<file path="src/common/exu_pkg.sv">
package exu_pkg;

    // one machine word. Operands, immediates, results and program counters.
    typedef logic [31:0] xlen_t;

    typedef logic [11:0] csr_addr_t;

    typedef enum logic [3:0] {
        ADD    = 4'd0,
        SUB    = 4'd1,
        SLL    = 4'd2,
        SLT    = 4'd3,
        SLTU   = 4'd4,
        XOR    = 4'd5,
        SRL    = 4'd6,
        SRA    = 4'd7,
        OR     = 4'd8,
        AND    = 4'd9,
        PASS_B = 4'd10
    } alu_op_t;

    // ALWAYS covers jal and jalr, and NEVER covers every non-control instruction.
    typedef enum logic [2:0] {
        NEVER  = 3'd0,
        ALWAYS = 3'd1,
        EQ     = 3'd2,
        NE     = 3'd3,
        LT     = 3'd4,
        GE     = 3'd5,
        LTU    = 3'd6,
        GEU    = 3'd7
    } br_op_t;

    typedef enum logic [1:0] {
        NONE = 2'd0,
        RW   = 2'd1,
        RS   = 2'd2
    } csr_op_t;

    typedef enum logic [1:0] {
        RUN     = 2'd0,
        EBREAK  = 2'd1,
        ILLEGAL = 2'd2
    } halt_t;

    typedef enum logic {
        IDLE = 1'b0,
        BUSY = 1'b1
    } exu_state_t;

    localparam csr_addr_t CSR_MSTATUS = 12'h300;
    localparam csr_addr_t CSR_MTVEC   = 12'h305;
    localparam csr_addr_t CSR_MEPC    = 12'h341;
    localparam csr_addr_t CSR_MCAUSE  = 12'h342;

    // environment call from machine mode.
    localparam xlen_t CAUSE_ECALL_M = 32'd11;

endpackage

</file>
<file path="src/alu/exu_alu.sv">
module exu_alu (
    input  exu_pkg::xlen_t   a,
    input  exu_pkg::xlen_t   b,
    input  exu_pkg::xlen_t   cmp_a,
    input  exu_pkg::xlen_t   cmp_b,
    input  exu_pkg::alu_op_t op,
    input  exu_pkg::br_op_t  br_op,
    output exu_pkg::xlen_t   y,
    output logic             taken
);

    logic [4:0] shamt;
    logic       cmp_eq;
    logic       cmp_lt;
    logic       cmp_ltu;

    // only the low five bits of b take part in a shift.
    assign shamt = b[4:0];

    // the branch condition comes from the raw register pair, not from a and b,
    // so a jump can add pc and imm while a branch compares rs1 and rs2.
    assign cmp_eq  = (cmp_a == cmp_b);
    assign cmp_lt  = ($signed(cmp_a) < $signed(cmp_b));
    assign cmp_ltu = (cmp_a < cmp_b);

    always_comb begin
        case (op)
            exu_pkg::ADD: begin
                y = a + b;
            end
            exu_pkg::SUB: begin
                y = a - b;
            end
            exu_pkg::SLL: begin
                y = a << shamt;
            end
            exu_pkg::SLT: begin
                y = {31'd0, $signed(a) < $signed(b)};
            end
            exu_pkg::SLTU: begin
                y = {31'd0, a < b};
            end
            exu_pkg::XOR: begin
                y = a ^ b;
            end
            exu_pkg::SRL: begin
                y = a >> shamt;
            end
            exu_pkg::SRA: begin
                y = $signed(a) >>> shamt;
            end
            exu_pkg::OR: begin
                y = a | b;
            end
            exu_pkg::AND: begin
                y = a & b;
            end
            exu_pkg::PASS_B: begin
                y = b;
            end
            default: begin
                y = '0;
            end
        endcase
    end

    always_comb begin
        case (br_op)
            exu_pkg::NEVER:  taken = 1'b0;
            exu_pkg::ALWAYS: taken = 1'b1;
            exu_pkg::EQ:     taken = cmp_eq;
            exu_pkg::NE:     taken = !cmp_eq;
            exu_pkg::LT:     taken = cmp_lt;
            exu_pkg::GE:     taken = !cmp_lt;
            exu_pkg::LTU:    taken = cmp_ltu;
            exu_pkg::GEU:    taken = !cmp_ltu;
            default:         taken = 1'b0;
        endcase
    end

endmodule

</file>
<file path="src/exu/exu_stage.sv">
module exu_stage (
    input  logic                  clk,
    input  logic                  rst,
    input  logic                  in_valid,
    output logic                  in_ready,
    input  exu_pkg::xlen_t        in_pc,
    input  exu_pkg::xlen_t        in_rs1,
    input  exu_pkg::xlen_t        in_rs2,
    input  exu_pkg::xlen_t        in_imm,
    input  exu_pkg::alu_op_t      in_alu_op,
    input  exu_pkg::br_op_t       in_br_op,
    input  exu_pkg::csr_op_t      in_csr_op,
    input  logic                  in_src1_pc,
    input  logic                  in_src2_imm,
    input  logic                  in_jalr,
    input  logic                  in_ecall,
    input  logic                  in_mret,
    input  logic                  in_ebreak,
    input  logic                  in_illegal,
    input  logic                  out_ready,
    output logic                  out_valid,
    output exu_pkg::xlen_t        out_result,
    output exu_pkg::xlen_t        out_store_data,
    output exu_pkg::xlen_t        out_dnpc,
    output exu_pkg::halt_t        out_halt,
    output exu_pkg::xlen_t        alu_a,
    output exu_pkg::xlen_t        alu_b,
    output exu_pkg::xlen_t        cmp_a,
    output exu_pkg::xlen_t        cmp_b,
    output exu_pkg::alu_op_t      alu_op,
    output exu_pkg::br_op_t       br_op,
    input  exu_pkg::xlen_t        alu_y,
    input  logic                  br_taken,
    output logic                  csr_fire,
    output exu_pkg::csr_op_t      csr_op,
    output exu_pkg::csr_addr_t    csr_addr,
    output exu_pkg::xlen_t        csr_wdata,
    output logic                  trap_ecall,
    output logic                  trap_mret,
    output exu_pkg::xlen_t        trap_pc,
    input  exu_pkg::xlen_t        csr_rdata,
    input  exu_pkg::xlen_t        mtvec,
    input  exu_pkg::xlen_t        mepc
);

    exu_pkg::exu_state_t state;

    exu_pkg::xlen_t      pc_q;
    exu_pkg::xlen_t      rs1_q;
    exu_pkg::xlen_t      rs2_q;
    exu_pkg::xlen_t      imm_q;
    exu_pkg::alu_op_t    alu_op_q;
    exu_pkg::br_op_t     br_op_q;
    exu_pkg::csr_op_t    csr_op_q;
    logic                src1_pc_q;
    logic                src2_imm_q;
    logic                jalr_q;
    logic                ecall_q;
    logic                mret_q;
    logic                ebreak_q;
    logic                illegal_q;

    logic                accept;
    exu_pkg::xlen_t      snpc;
    exu_pkg::xlen_t      result_d;
    exu_pkg::xlen_t      dnpc_d;
    exu_pkg::halt_t      halt_d;

    assign accept = in_valid && in_ready;

    // the decoded fields only need to be valid on the accepting edge.
    always_ff @(posedge clk) begin
        if (accept) begin
            pc_q       <= in_pc;
            rs1_q      <= in_rs1;
            rs2_q      <= in_rs2;
            imm_q      <= in_imm;
            alu_op_q   <= in_alu_op;
            br_op_q    <= in_br_op;
            csr_op_q   <= in_csr_op;
            src1_pc_q  <= in_src1_pc;
            src2_imm_q <= in_src2_imm;
            jalr_q     <= in_jalr;
            ecall_q    <= in_ecall;
            mret_q     <= in_mret;
            ebreak_q   <= in_ebreak;
            illegal_q  <= in_illegal;
        end
    end

    assign alu_a  = src1_pc_q ? pc_q : rs1_q;
    assign alu_b  = src2_imm_q ? imm_q : rs2_q;
    assign cmp_a  = rs1_q;
    assign cmp_b  = rs2_q;
    assign alu_op = alu_op_q;
    assign br_op  = br_op_q;

    assign snpc = pc_q + 32'd4;

    // a CSR instruction returns the value the register held before the write.
    assign result_d = (br_op_q == exu_pkg::ALWAYS) ? snpc :
                      (csr_op_q != exu_pkg::NONE)  ? csr_rdata :
                      alu_y;

    assign dnpc_d = ecall_q  ? mtvec :
                    mret_q   ? mepc :
                    br_taken ? (jalr_q ? {alu_y[31:1], 1'b0} : alu_y) :
                    snpc;

    assign halt_d = illegal_q ? exu_pkg::ILLEGAL :
                    ebreak_q  ? exu_pkg::EBREAK :
                    exu_pkg::RUN;

    // the CSR block commits on the same edge that registers the result.
    assign csr_fire   = (state == exu_pkg::BUSY) && out_ready;
    assign csr_op     = csr_op_q;
    assign csr_addr   = imm_q[11:0];
    assign csr_wdata  = rs1_q;
    assign trap_ecall = ecall_q;
    assign trap_mret  = mret_q;
    assign trap_pc    = pc_q;

    always_ff @(posedge clk or negedge rst) begin
        if (!rst) begin
            state          <= exu_pkg::IDLE;
            in_ready       <= 1'b1;
            out_valid      <= 1'b0;
            out_result     <= '0;
            out_store_data <= '0;
            out_dnpc       <= '0;
            out_halt       <= exu_pkg::RUN;
        end else begin
            out_valid <= 1'b0;
            case (state)
                exu_pkg::IDLE: begin
                    if (accept) begin
                        state    <= exu_pkg::BUSY;
                        in_ready <= 1'b0;
                    end
                end
                exu_pkg::BUSY: begin
                    if (out_ready) begin
                        state          <= exu_pkg::IDLE;
                        in_ready       <= 1'b1;
                        out_valid      <= 1'b1;
                        out_result     <= result_d;
                        out_store_data <= rs2_q;
                        out_dnpc       <= dnpc_d;
                        out_halt       <= halt_d;
                    end
                end
                default: begin
                    state <= exu_pkg::IDLE;
                end
            endcase
        end
    end

    a_valid_pulse: assert property (@(posedge clk) disable iff (!rst)
        out_valid |=> !out_valid)
        else $error("out_valid held for more than one cycle");

    a_ready_idle: assert property (@(posedge clk) disable iff (!rst)
        !(in_ready && state == exu_pkg::BUSY))
        else $error("in_ready high while the stage is busy");

    a_one_system_op: assert property (@(posedge clk) disable iff (!rst)
        (state == exu_pkg::BUSY) |-> $onehot0({ecall_q, mret_q, csr_op_q != exu_pkg::NONE}))
        else $error("ecall, mret and a CSR access decoded together");

endmodule

</file>
<file path="src/source/csr_trap.sv">
module csr_trap #(
    parameter exu_pkg::xlen_t RESET_MTVEC = 32'h0
) (
    input  logic               clk,
    input  logic               rst,
    input  logic               fire,
    input  exu_pkg::csr_op_t   op,
    input  exu_pkg::csr_addr_t addr,
    input  exu_pkg::xlen_t     wdata,
    input  logic               ecall,
    input  logic               mret,
    input  exu_pkg::xlen_t     pc,
    output exu_pkg::xlen_t     rdata,
    output exu_pkg::xlen_t     mtvec,
    output exu_pkg::xlen_t     mepc
);

    exu_pkg::xlen_t mstatus;
    exu_pkg::xlen_t mcause;
    exu_pkg::xlen_t wval;

    always_comb begin
        case (addr)
            exu_pkg::CSR_MSTATUS: rdata = mstatus;
            exu_pkg::CSR_MTVEC:   rdata = mtvec;
            exu_pkg::CSR_MEPC:    rdata = mepc;
            exu_pkg::CSR_MCAUSE:  rdata = mcause;
            default:              rdata = '0;
        endcase
    end

    // csrrs sets the bits of wdata on top of the current value.
    assign wval = (op == exu_pkg::RS) ? (rdata | wdata) : wdata;

    always_ff @(posedge clk or negedge rst) begin
        if (!rst) begin
            mstatus <= '0;
            mtvec   <= RESET_MTVEC;
            mepc    <= '0;
            mcause  <= '0;
        end else if (fire) begin
            if (ecall) begin
                mepc   <= pc;
                mcause <= exu_pkg::CAUSE_ECALL_M;
            end else if (op != exu_pkg::NONE) begin
                case (addr)
                    exu_pkg::CSR_MSTATUS: mstatus <= wval;
                    exu_pkg::CSR_MTVEC:   mtvec   <= wval;
                    exu_pkg::CSR_MEPC:    mepc    <= wval;
                    exu_pkg::CSR_MCAUSE:  mcause  <= wval;
                    default: begin
                    end
                endcase
            end
            // mret only redirects the pc, the stage reads mepc for that.
        end
    end

    a_trap_exclusive: assert property (@(posedge clk) disable iff (!rst)
        fire |-> !(ecall && mret))
        else $error("ecall and mret committed in the same cycle");

endmodule

</file>
<file path="src/source/exu_top.sv">
module exu_top #(
    parameter exu_pkg::xlen_t RESET_MTVEC = 32'h0
) (
    input  logic             clk,
    input  logic             rst,
    input  logic             in_valid,
    output logic             in_ready,
    input  exu_pkg::xlen_t   in_pc,
    input  exu_pkg::xlen_t   in_rs1,
    input  exu_pkg::xlen_t   in_rs2,
    input  exu_pkg::xlen_t   in_imm,
    input  exu_pkg::alu_op_t in_alu_op,
    input  exu_pkg::br_op_t  in_br_op,
    input  exu_pkg::csr_op_t in_csr_op,
    input  logic             in_src1_pc,
    input  logic             in_src2_imm,
    input  logic             in_jalr,
    input  logic             in_ecall,
    input  logic             in_mret,
    input  logic             in_ebreak,
    input  logic             in_illegal,
    input  logic             out_ready,
    output logic             out_valid,
    output exu_pkg::xlen_t   out_result,
    output exu_pkg::xlen_t   out_store_data,
    output exu_pkg::xlen_t   out_dnpc,
    output exu_pkg::halt_t   out_halt
);

    exu_pkg::xlen_t     alu_a;
    exu_pkg::xlen_t     alu_b;
    exu_pkg::xlen_t     cmp_a;
    exu_pkg::xlen_t     cmp_b;
    exu_pkg::alu_op_t   alu_op;
    exu_pkg::br_op_t    br_op;
    exu_pkg::xlen_t     alu_y;
    logic               br_taken;
    logic               csr_fire;
    exu_pkg::csr_op_t   csr_op;
    exu_pkg::csr_addr_t csr_addr;
    exu_pkg::xlen_t     csr_wdata;
    logic               trap_ecall;
    logic               trap_mret;
    exu_pkg::xlen_t     trap_pc;
    exu_pkg::xlen_t     csr_rdata;
    exu_pkg::xlen_t     mtvec;
    exu_pkg::xlen_t     mepc;

    exu_stage stage_i (
        .clk            (clk),
        .rst            (rst),
        .in_valid       (in_valid),
        .in_ready       (in_ready),
        .in_pc          (in_pc),
        .in_rs1         (in_rs1),
        .in_rs2         (in_rs2),
        .in_imm         (in_imm),
        .in_alu_op      (in_alu_op),
        .in_br_op       (in_br_op),
        .in_csr_op      (in_csr_op),
        .in_src1_pc     (in_src1_pc),
        .in_src2_imm    (in_src2_imm),
        .in_jalr        (in_jalr),
        .in_ecall       (in_ecall),
        .in_mret        (in_mret),
        .in_ebreak      (in_ebreak),
        .in_illegal     (in_illegal),
        .out_ready      (out_ready),
        .out_valid      (out_valid),
        .out_result     (out_result),
        .out_store_data (out_store_data),
        .out_dnpc       (out_dnpc),
        .out_halt       (out_halt),
        .alu_a          (alu_a),
        .alu_b          (alu_b),
        .cmp_a          (cmp_a),
        .cmp_b          (cmp_b),
        .alu_op         (alu_op),
        .br_op          (br_op),
        .alu_y          (alu_y),
        .br_taken       (br_taken),
        .csr_fire       (csr_fire),
        .csr_op         (csr_op),
        .csr_addr       (csr_addr),
        .csr_wdata      (csr_wdata),
        .trap_ecall     (trap_ecall),
        .trap_mret      (trap_mret),
        .trap_pc        (trap_pc),
        .csr_rdata      (csr_rdata),
        .mtvec          (mtvec),
        .mepc           (mepc)
    );

    exu_alu alu_i (
        .a     (alu_a),
        .b     (alu_b),
        .cmp_a (cmp_a),
        .cmp_b (cmp_b),
        .op    (alu_op),
        .br_op (br_op),
        .y     (alu_y),
        .taken (br_taken)
    );

    csr_trap #(
        .RESET_MTVEC (RESET_MTVEC)
    ) csr_i (
        .clk   (clk),
        .rst   (rst),
        .fire  (csr_fire),
        .op    (csr_op),
        .addr  (csr_addr),
        .wdata (csr_wdata),
        .ecall (trap_ecall),
        .mret  (trap_mret),
        .pc    (trap_pc),
        .rdata (csr_rdata),
        .mtvec (mtvec),
        .mepc  (mepc)
    );

endmodule

</file>
<file path="config.mk">
export PLATFORM = sky130hd
export DESIGN_NAME = exu_top
export DESIGN_NICKNAME = d
export VERILOG_FILES = /design/src/common/exu_pkg.sv /design/src/alu/exu_alu.sv /design/src/exu/exu_stage.sv /design/src/source/csr_trap.sv /design/src/source/exu_top.sv
export SDC_FILE = /design/constraint.sdc
export NUM_CORES = 1
export LEC_CHECK = 0
export BUFFER_PORTS_ARGS = -buffer_cell sky130_fd_sc_hd__buf_2
export CAP_MARGIN = 30
export CORE_ASPECT_RATIO = 1.5
export CORE_MARGIN = 2
export CORE_UTILIZATION = 58
export CTS_BUF_LIST = sky130_fd_sc_hd__clkbuf_4 sky130_fd_sc_hd__clkbuf_8 sky130_fd_sc_hd__clkbuf_16
export CTS_CLUSTER_DIAMETER = 60
export DETAILED_ROUTE_END_ITERATION = 6
export PLACE_DENSITY = 0.79
export SLEW_MARGIN = 20
export SYNTH_ARGS = -nofsm -noshare
export SYNTH_HDL_FRONTEND = slang
export SYNTH_SLANG_ARGS = --single-unit
</file>
<file path="constraint.sdc">
create_clock -name clk -period 5.18 [get_ports clk]
set_clock_uncertainty 0.1 [all_clocks]
set_input_delay 0.259 -clock clk [delete_from_list [all_inputs] [get_ports clk]]
set_output_delay 0.259 -clock clk [all_outputs]
set_load 0.02 [all_outputs]
</file>
==> flow_summary.json, run 1 <==
{
  "pin_count": 248,
  "initial_core_util_pct": 58.9,
  "post-cts-setup-buffers": 0,
  "clk_path_buf_depth": 3,
  "ys.flop_type": "dfrtp_1",
  "place_inst": 4019,
  "synth.cell_area_um2": 27600,
  "async_flop_share_pct": 61.4,
  "hold_buffers": 147,
  "synth_edf_count": 144,
  "ctsResizeCount": 0,
  "failed_stage": "5_1_grt",
  "die_width_um": 182,
  "ys_ff_latch": 373,
  "cts_buffers": 36,
  "grt_pass1_wl_mm": 259,
  "rows": 97,
  "error_line": "[ERROR GRT-0116] Global routing finished with congestion. Check the congestion regions in the DRC Viewer.",
  "syn_inst": 3213,
  "dp_hpwl_mm": 110,
  "grt_pass1_vias": 35200,
  "htree_levels": 2,
  "grt_max_degree": 152,
  "status": "stopped before the end",
  "die_height_um": 271,
  "portBuffers": 247,
  "syn_avg_cell_area_um2": 8.58,
  "cts_sinks": 373,
  "cts_root_buf": "clkbuf_16",
  "ys_types": 99,
  "synth-seq-area-share_pct": 36.5,
  "global_route.overflow_total": 119,
  "postSynthNetCount": 3493,
  "globalRouteTotalUtil_pct": 71.7,
  "place_congestion": 1.20,
  "synth-warning-count": 0
}
[kinds of logic after synthesis]
| family | count (synthesis) | share of synthesized area (%) |
|---|---|---|
| AO/OA/AOI/OAI | 1076 | 25.2 |
| AND/OR/NAND/NOR | 954 | 15.6 |
| multiplexers | 242 | 9.41 |
| XOR/XNOR | 44 | 1.43 |
| flip-flops | 373 | 36.5 |
| adder cells (fa/ha/maj) | 132 | 6.04 |
| buffers and inverters | 392 | 5.86 |
[layer usage]
layer,GRT overflow,track usage (%)
met5,0,10.6
met4,57,75.5
met3,0,50.6
met2,62,91.4
met1,0,71.9
[cell usage after synthesis, types with 53 or more instances]
library cell / instances / area [um2]
a211oi_1: 54 / 405
a21oi_1: 297 / 1490
a22oi_1: 95 / 713
clkbuf_1: 154 / 578
dfrtp_1: 228 / 5710
edfxtp_1: 144 / 4320
ha_1: 130 / 1630
inv_1: 156 / 586
mux2i_1: 205 / 2050
nand2_1: 325 / 1220
nand3_1: 59 / 295
nor2_1: 322 / 1210
nor3_1: 53 / 265
o21ai_0: 263 / 1320
[per-stage QoR]
step | hold slack [ps] | area [um2] | setup WS (ps) | util, %
CTS | 198 | 32900 | 192 | 70.2
detailed placement | 201 | 30200 | 185 | 64.5
global placement | 185 | 30200 | 188 | 64.4
floorplan | -137 | 27600 | 559 | -
==> inputs of run 2 (changes only) <==
Settings changed: CORE_ASPECT_RATIO 1.5 to default, CORE_UTILIZATION 58 to 40, CTS_BUF_LIST sky130_fd_sc_hd__clkbuf_4 sky130_fd_sc_hd__clkbuf_8 sky130_fd_sc_hd__clkbuf_16 to default, CTS_CLUSTER_DIAMETER 60 to default, PLACE_DENSITY 0.79 to default, PLACE_DENSITY_LB_ADDON from default to 0.15.
==> run 2 against run 1 <==
  * The flow now finishes without violations
  * Synthesized cell count is the same
  * Synthesized area is the same
==> flow_summary.json, run 2 <==
{
  "status": "finished, final reports clean",
  "globalRouteTotalUtil_pct": 42.4,
  "hold_path_class": "in2async",
  "pre_cts_ws_ps": 306,
  "power.total_mw": 17.9,
  "initial_core_util_pct": 40.3,
  "final_cell_mix": "323 x nand2_1, 320 x nor2_1, 297 x a21oi_1",
  "hold-worst-slack_ps": 211,
  "post-cts-setup-buffers": 0,
  "portBuffers": 247,
  "wl_met1_mm": 60.7,
  "tritoncts": "yes",
  "setup_ws_ps": 164,
  "synthTopCellsByCount": "325 x nand2_1, 322 x nor2_1, 297 x a21oi_1, 263 x o21ai_0, 228 x dfrtp_1",
  "drtAntennaViolNets": 0,
  "grt_pass1_wl_mm": 214,
  "die_width_um": 267,
  "synth_most_common_cell": "nand2_1",
  "place_congestion": 1.07,
  "async_flop_share_pct": 61.4,
  "route.met2.wl_mm": 65.9,
  "ir_worst_vdd_mv": 0.525,
  "drt_wl_total_mm": 154,
  "yosysTopAreaCell": "dfrtp_1",
  "rsz0062_at_grt": "no",
  "ys.flop_type": "dfrtp_1",
  "met3_length_mm": 16.8,
  "synth_top_area_share_pct": 20.7,
  "synth-warning-count": 0,
  "syn_inst": 3213,
  "cts_buffers": 43,
  "fin_util_pct": 50.1,
  "syn_avg_cell_area_um2": 8.58,
  "clk_latency_ps": 620,
  "htree_levels": 2,
  "slew_violations": 0,
  "place_inst": 4401,
  "clk_path_buf_depth": 3,
  "synth-seq-area-share_pct": 36.5,
  "fp.coreArea_um2": 68500,
  "hold_viol": 0,
  "cp_max_fo": 29,
  "ys_types": 99,
  "cts_root_buf": "clkbuf_16",
  "post-route-period-util_pct": 96.8,
  "clk_pin_slew_worst_paths_ps": 60,
  "drc_errors": 0,
  "ys_ff_latch": 373,
  "max_freq_ghz": 0.199,
  "top_layer": "met5",
  "p_leak_nw": 15.2,
  "pin_count": 248,
  "via_count": 30200,
  "drt_iter0_drc": 3967,
  "synth_edf_count": 144,
  "reg2reg_from": "stage_i.src2_imm_q",
  "critPathKind": "reg2reg",
  "maxCapViolCount": 0,
  "wire_per_inst_um": 33.2,
  "rows": 96,
  "postSynthNetCount": 3493,
  "global_route.overflow_total": 0,
  "nets": 3992,
  "antenna_found_initial": 11,
  "grt_max_degree": 131,
  "worstSetupStartpointType": "flip-flop",
  "fp.dieArea_um2": 71000,
  "setup_violations": 0,
  "cp.required_ps": 5500,
  "drive_gt1_share_pct": 18.5,
  "p_per_area_nw_per_um2": 522,
  "worstMarginPinSlew_ps": 1170,
  "synth.cell_area_um2": 27600,
  "cts_sinks": 373,
  "max-slew-margin-rel_pct": 21.7,
  "r2r_slack_ps": 160,
  "synth.area.top_cells": "dfrtp_1 21%, edfxtp_1 16%, mux2i_1 7.4%",
  "dr.pass1.iters": 6,
  "arrival_ps": 5340,
  "min_period_ps": 5020,
  "mostFrequentLayoutCell": "nand2_1",
  "critPathCaptureType": "flip-flop",
  "die_height_um": 267,
  "syn_to_final_growth_pct": 24.3,
  "routed_via_density": 6.53,
  "dp_hpwl_mm": 117,
  "grt_pass1_vias": 28600,
  "crit_start": "stage_i.src2_imm_q",
  "finalNonFillerCells": 4631
}
run 2: through the flow:
step / area, um2 / setup TNS (ps)
after floorplan: 27600 / 0
after global placement: 31300 / -211
after detailed placement: 31300 / 0
after CTS: 34300 / 0
after global routing: 34300 / 0
final: 34300 / 0
run 2: path summary, 6_finish.rpt:
kind / end / cells after the start
worst max-delay path: stage_i.out_dnpc[27] / 16
worst min-delay path: csr_i.mepc[19] / 2
worst max register to register: stage_i.out_dnpc[27] / 16
worst min register to register: stage_i.out_halt[1] / 2
max in group asynchronous: stage_i.out_dnpc[10] / 3
min in group clk: stage_i.alu_op[3] / 2
run 2: cell families after synthesis:
| family | share of synthesized area, % |
|---|---|
| AOI/OAI and AO/OA | 25.2 |
| xor gates and xnor gates | 1.43 |
| adders and majority gates | 6.04 |
| buffers and inverters | 5.86 |
| DFF | 36.5 |
| muxes | 9.41 |
| and+or+nand+nor | 15.6 |
run 2: critical path, stage by stage (launching register included):
cell and delay (ps):
edfxtp_1 410, buf_12 200, o21ai_0 670, inv_1 180, ha_1 390, nand4_1 180
nor2_1 160, o2111ai_1 270, a2111oi_1 450, clkdlybuf4s15_2 330, o21ai_0 150, buf_4 160
a21oi_1 180, xnor2_1 90, a221oi_1 600, buf_4 230, a221oi_1 70
run 2: where the power goes:
group | internal, mW | total, mW | switching (mW)
Sequential | 3.96 | 4.75 | 0.797
Combinational | 3.28 | 9.92 | 6.63
Clock | 1.89 | 3.23 | 1.35
run 2: area by class of cell:
type,count,area [um2]
fillers,6464,34200
clock inverters,20,280
clock buffers,60,1200
inverters,165,622
flip-flops and latches,373,10100
multi-input cells,2448,16000
repair buffers,681,4990
well taps,882,1100
diodes,2,5.00
run 2: timing repair:
action | in CTS | in global routing
endpoints found under the setup margin | 0 | 2
resized for setup | 0 | 3
hold buffers | 147 | 0
endpoints found under the hold margin | 254 | 0
run 2: metal layers:
| layer | vias up | global-route usage [%] |
|---|---|---|
| li1 | 12900 | - |
| met1 | 14900 | 55.4 |
| met2 | 2070 | 63.5 |
| met3 | 417 | 10.9 |
| met4 | 4 | 24.4 |
| met5 | - | 0 |
Power figures use the tool's default switching activity.
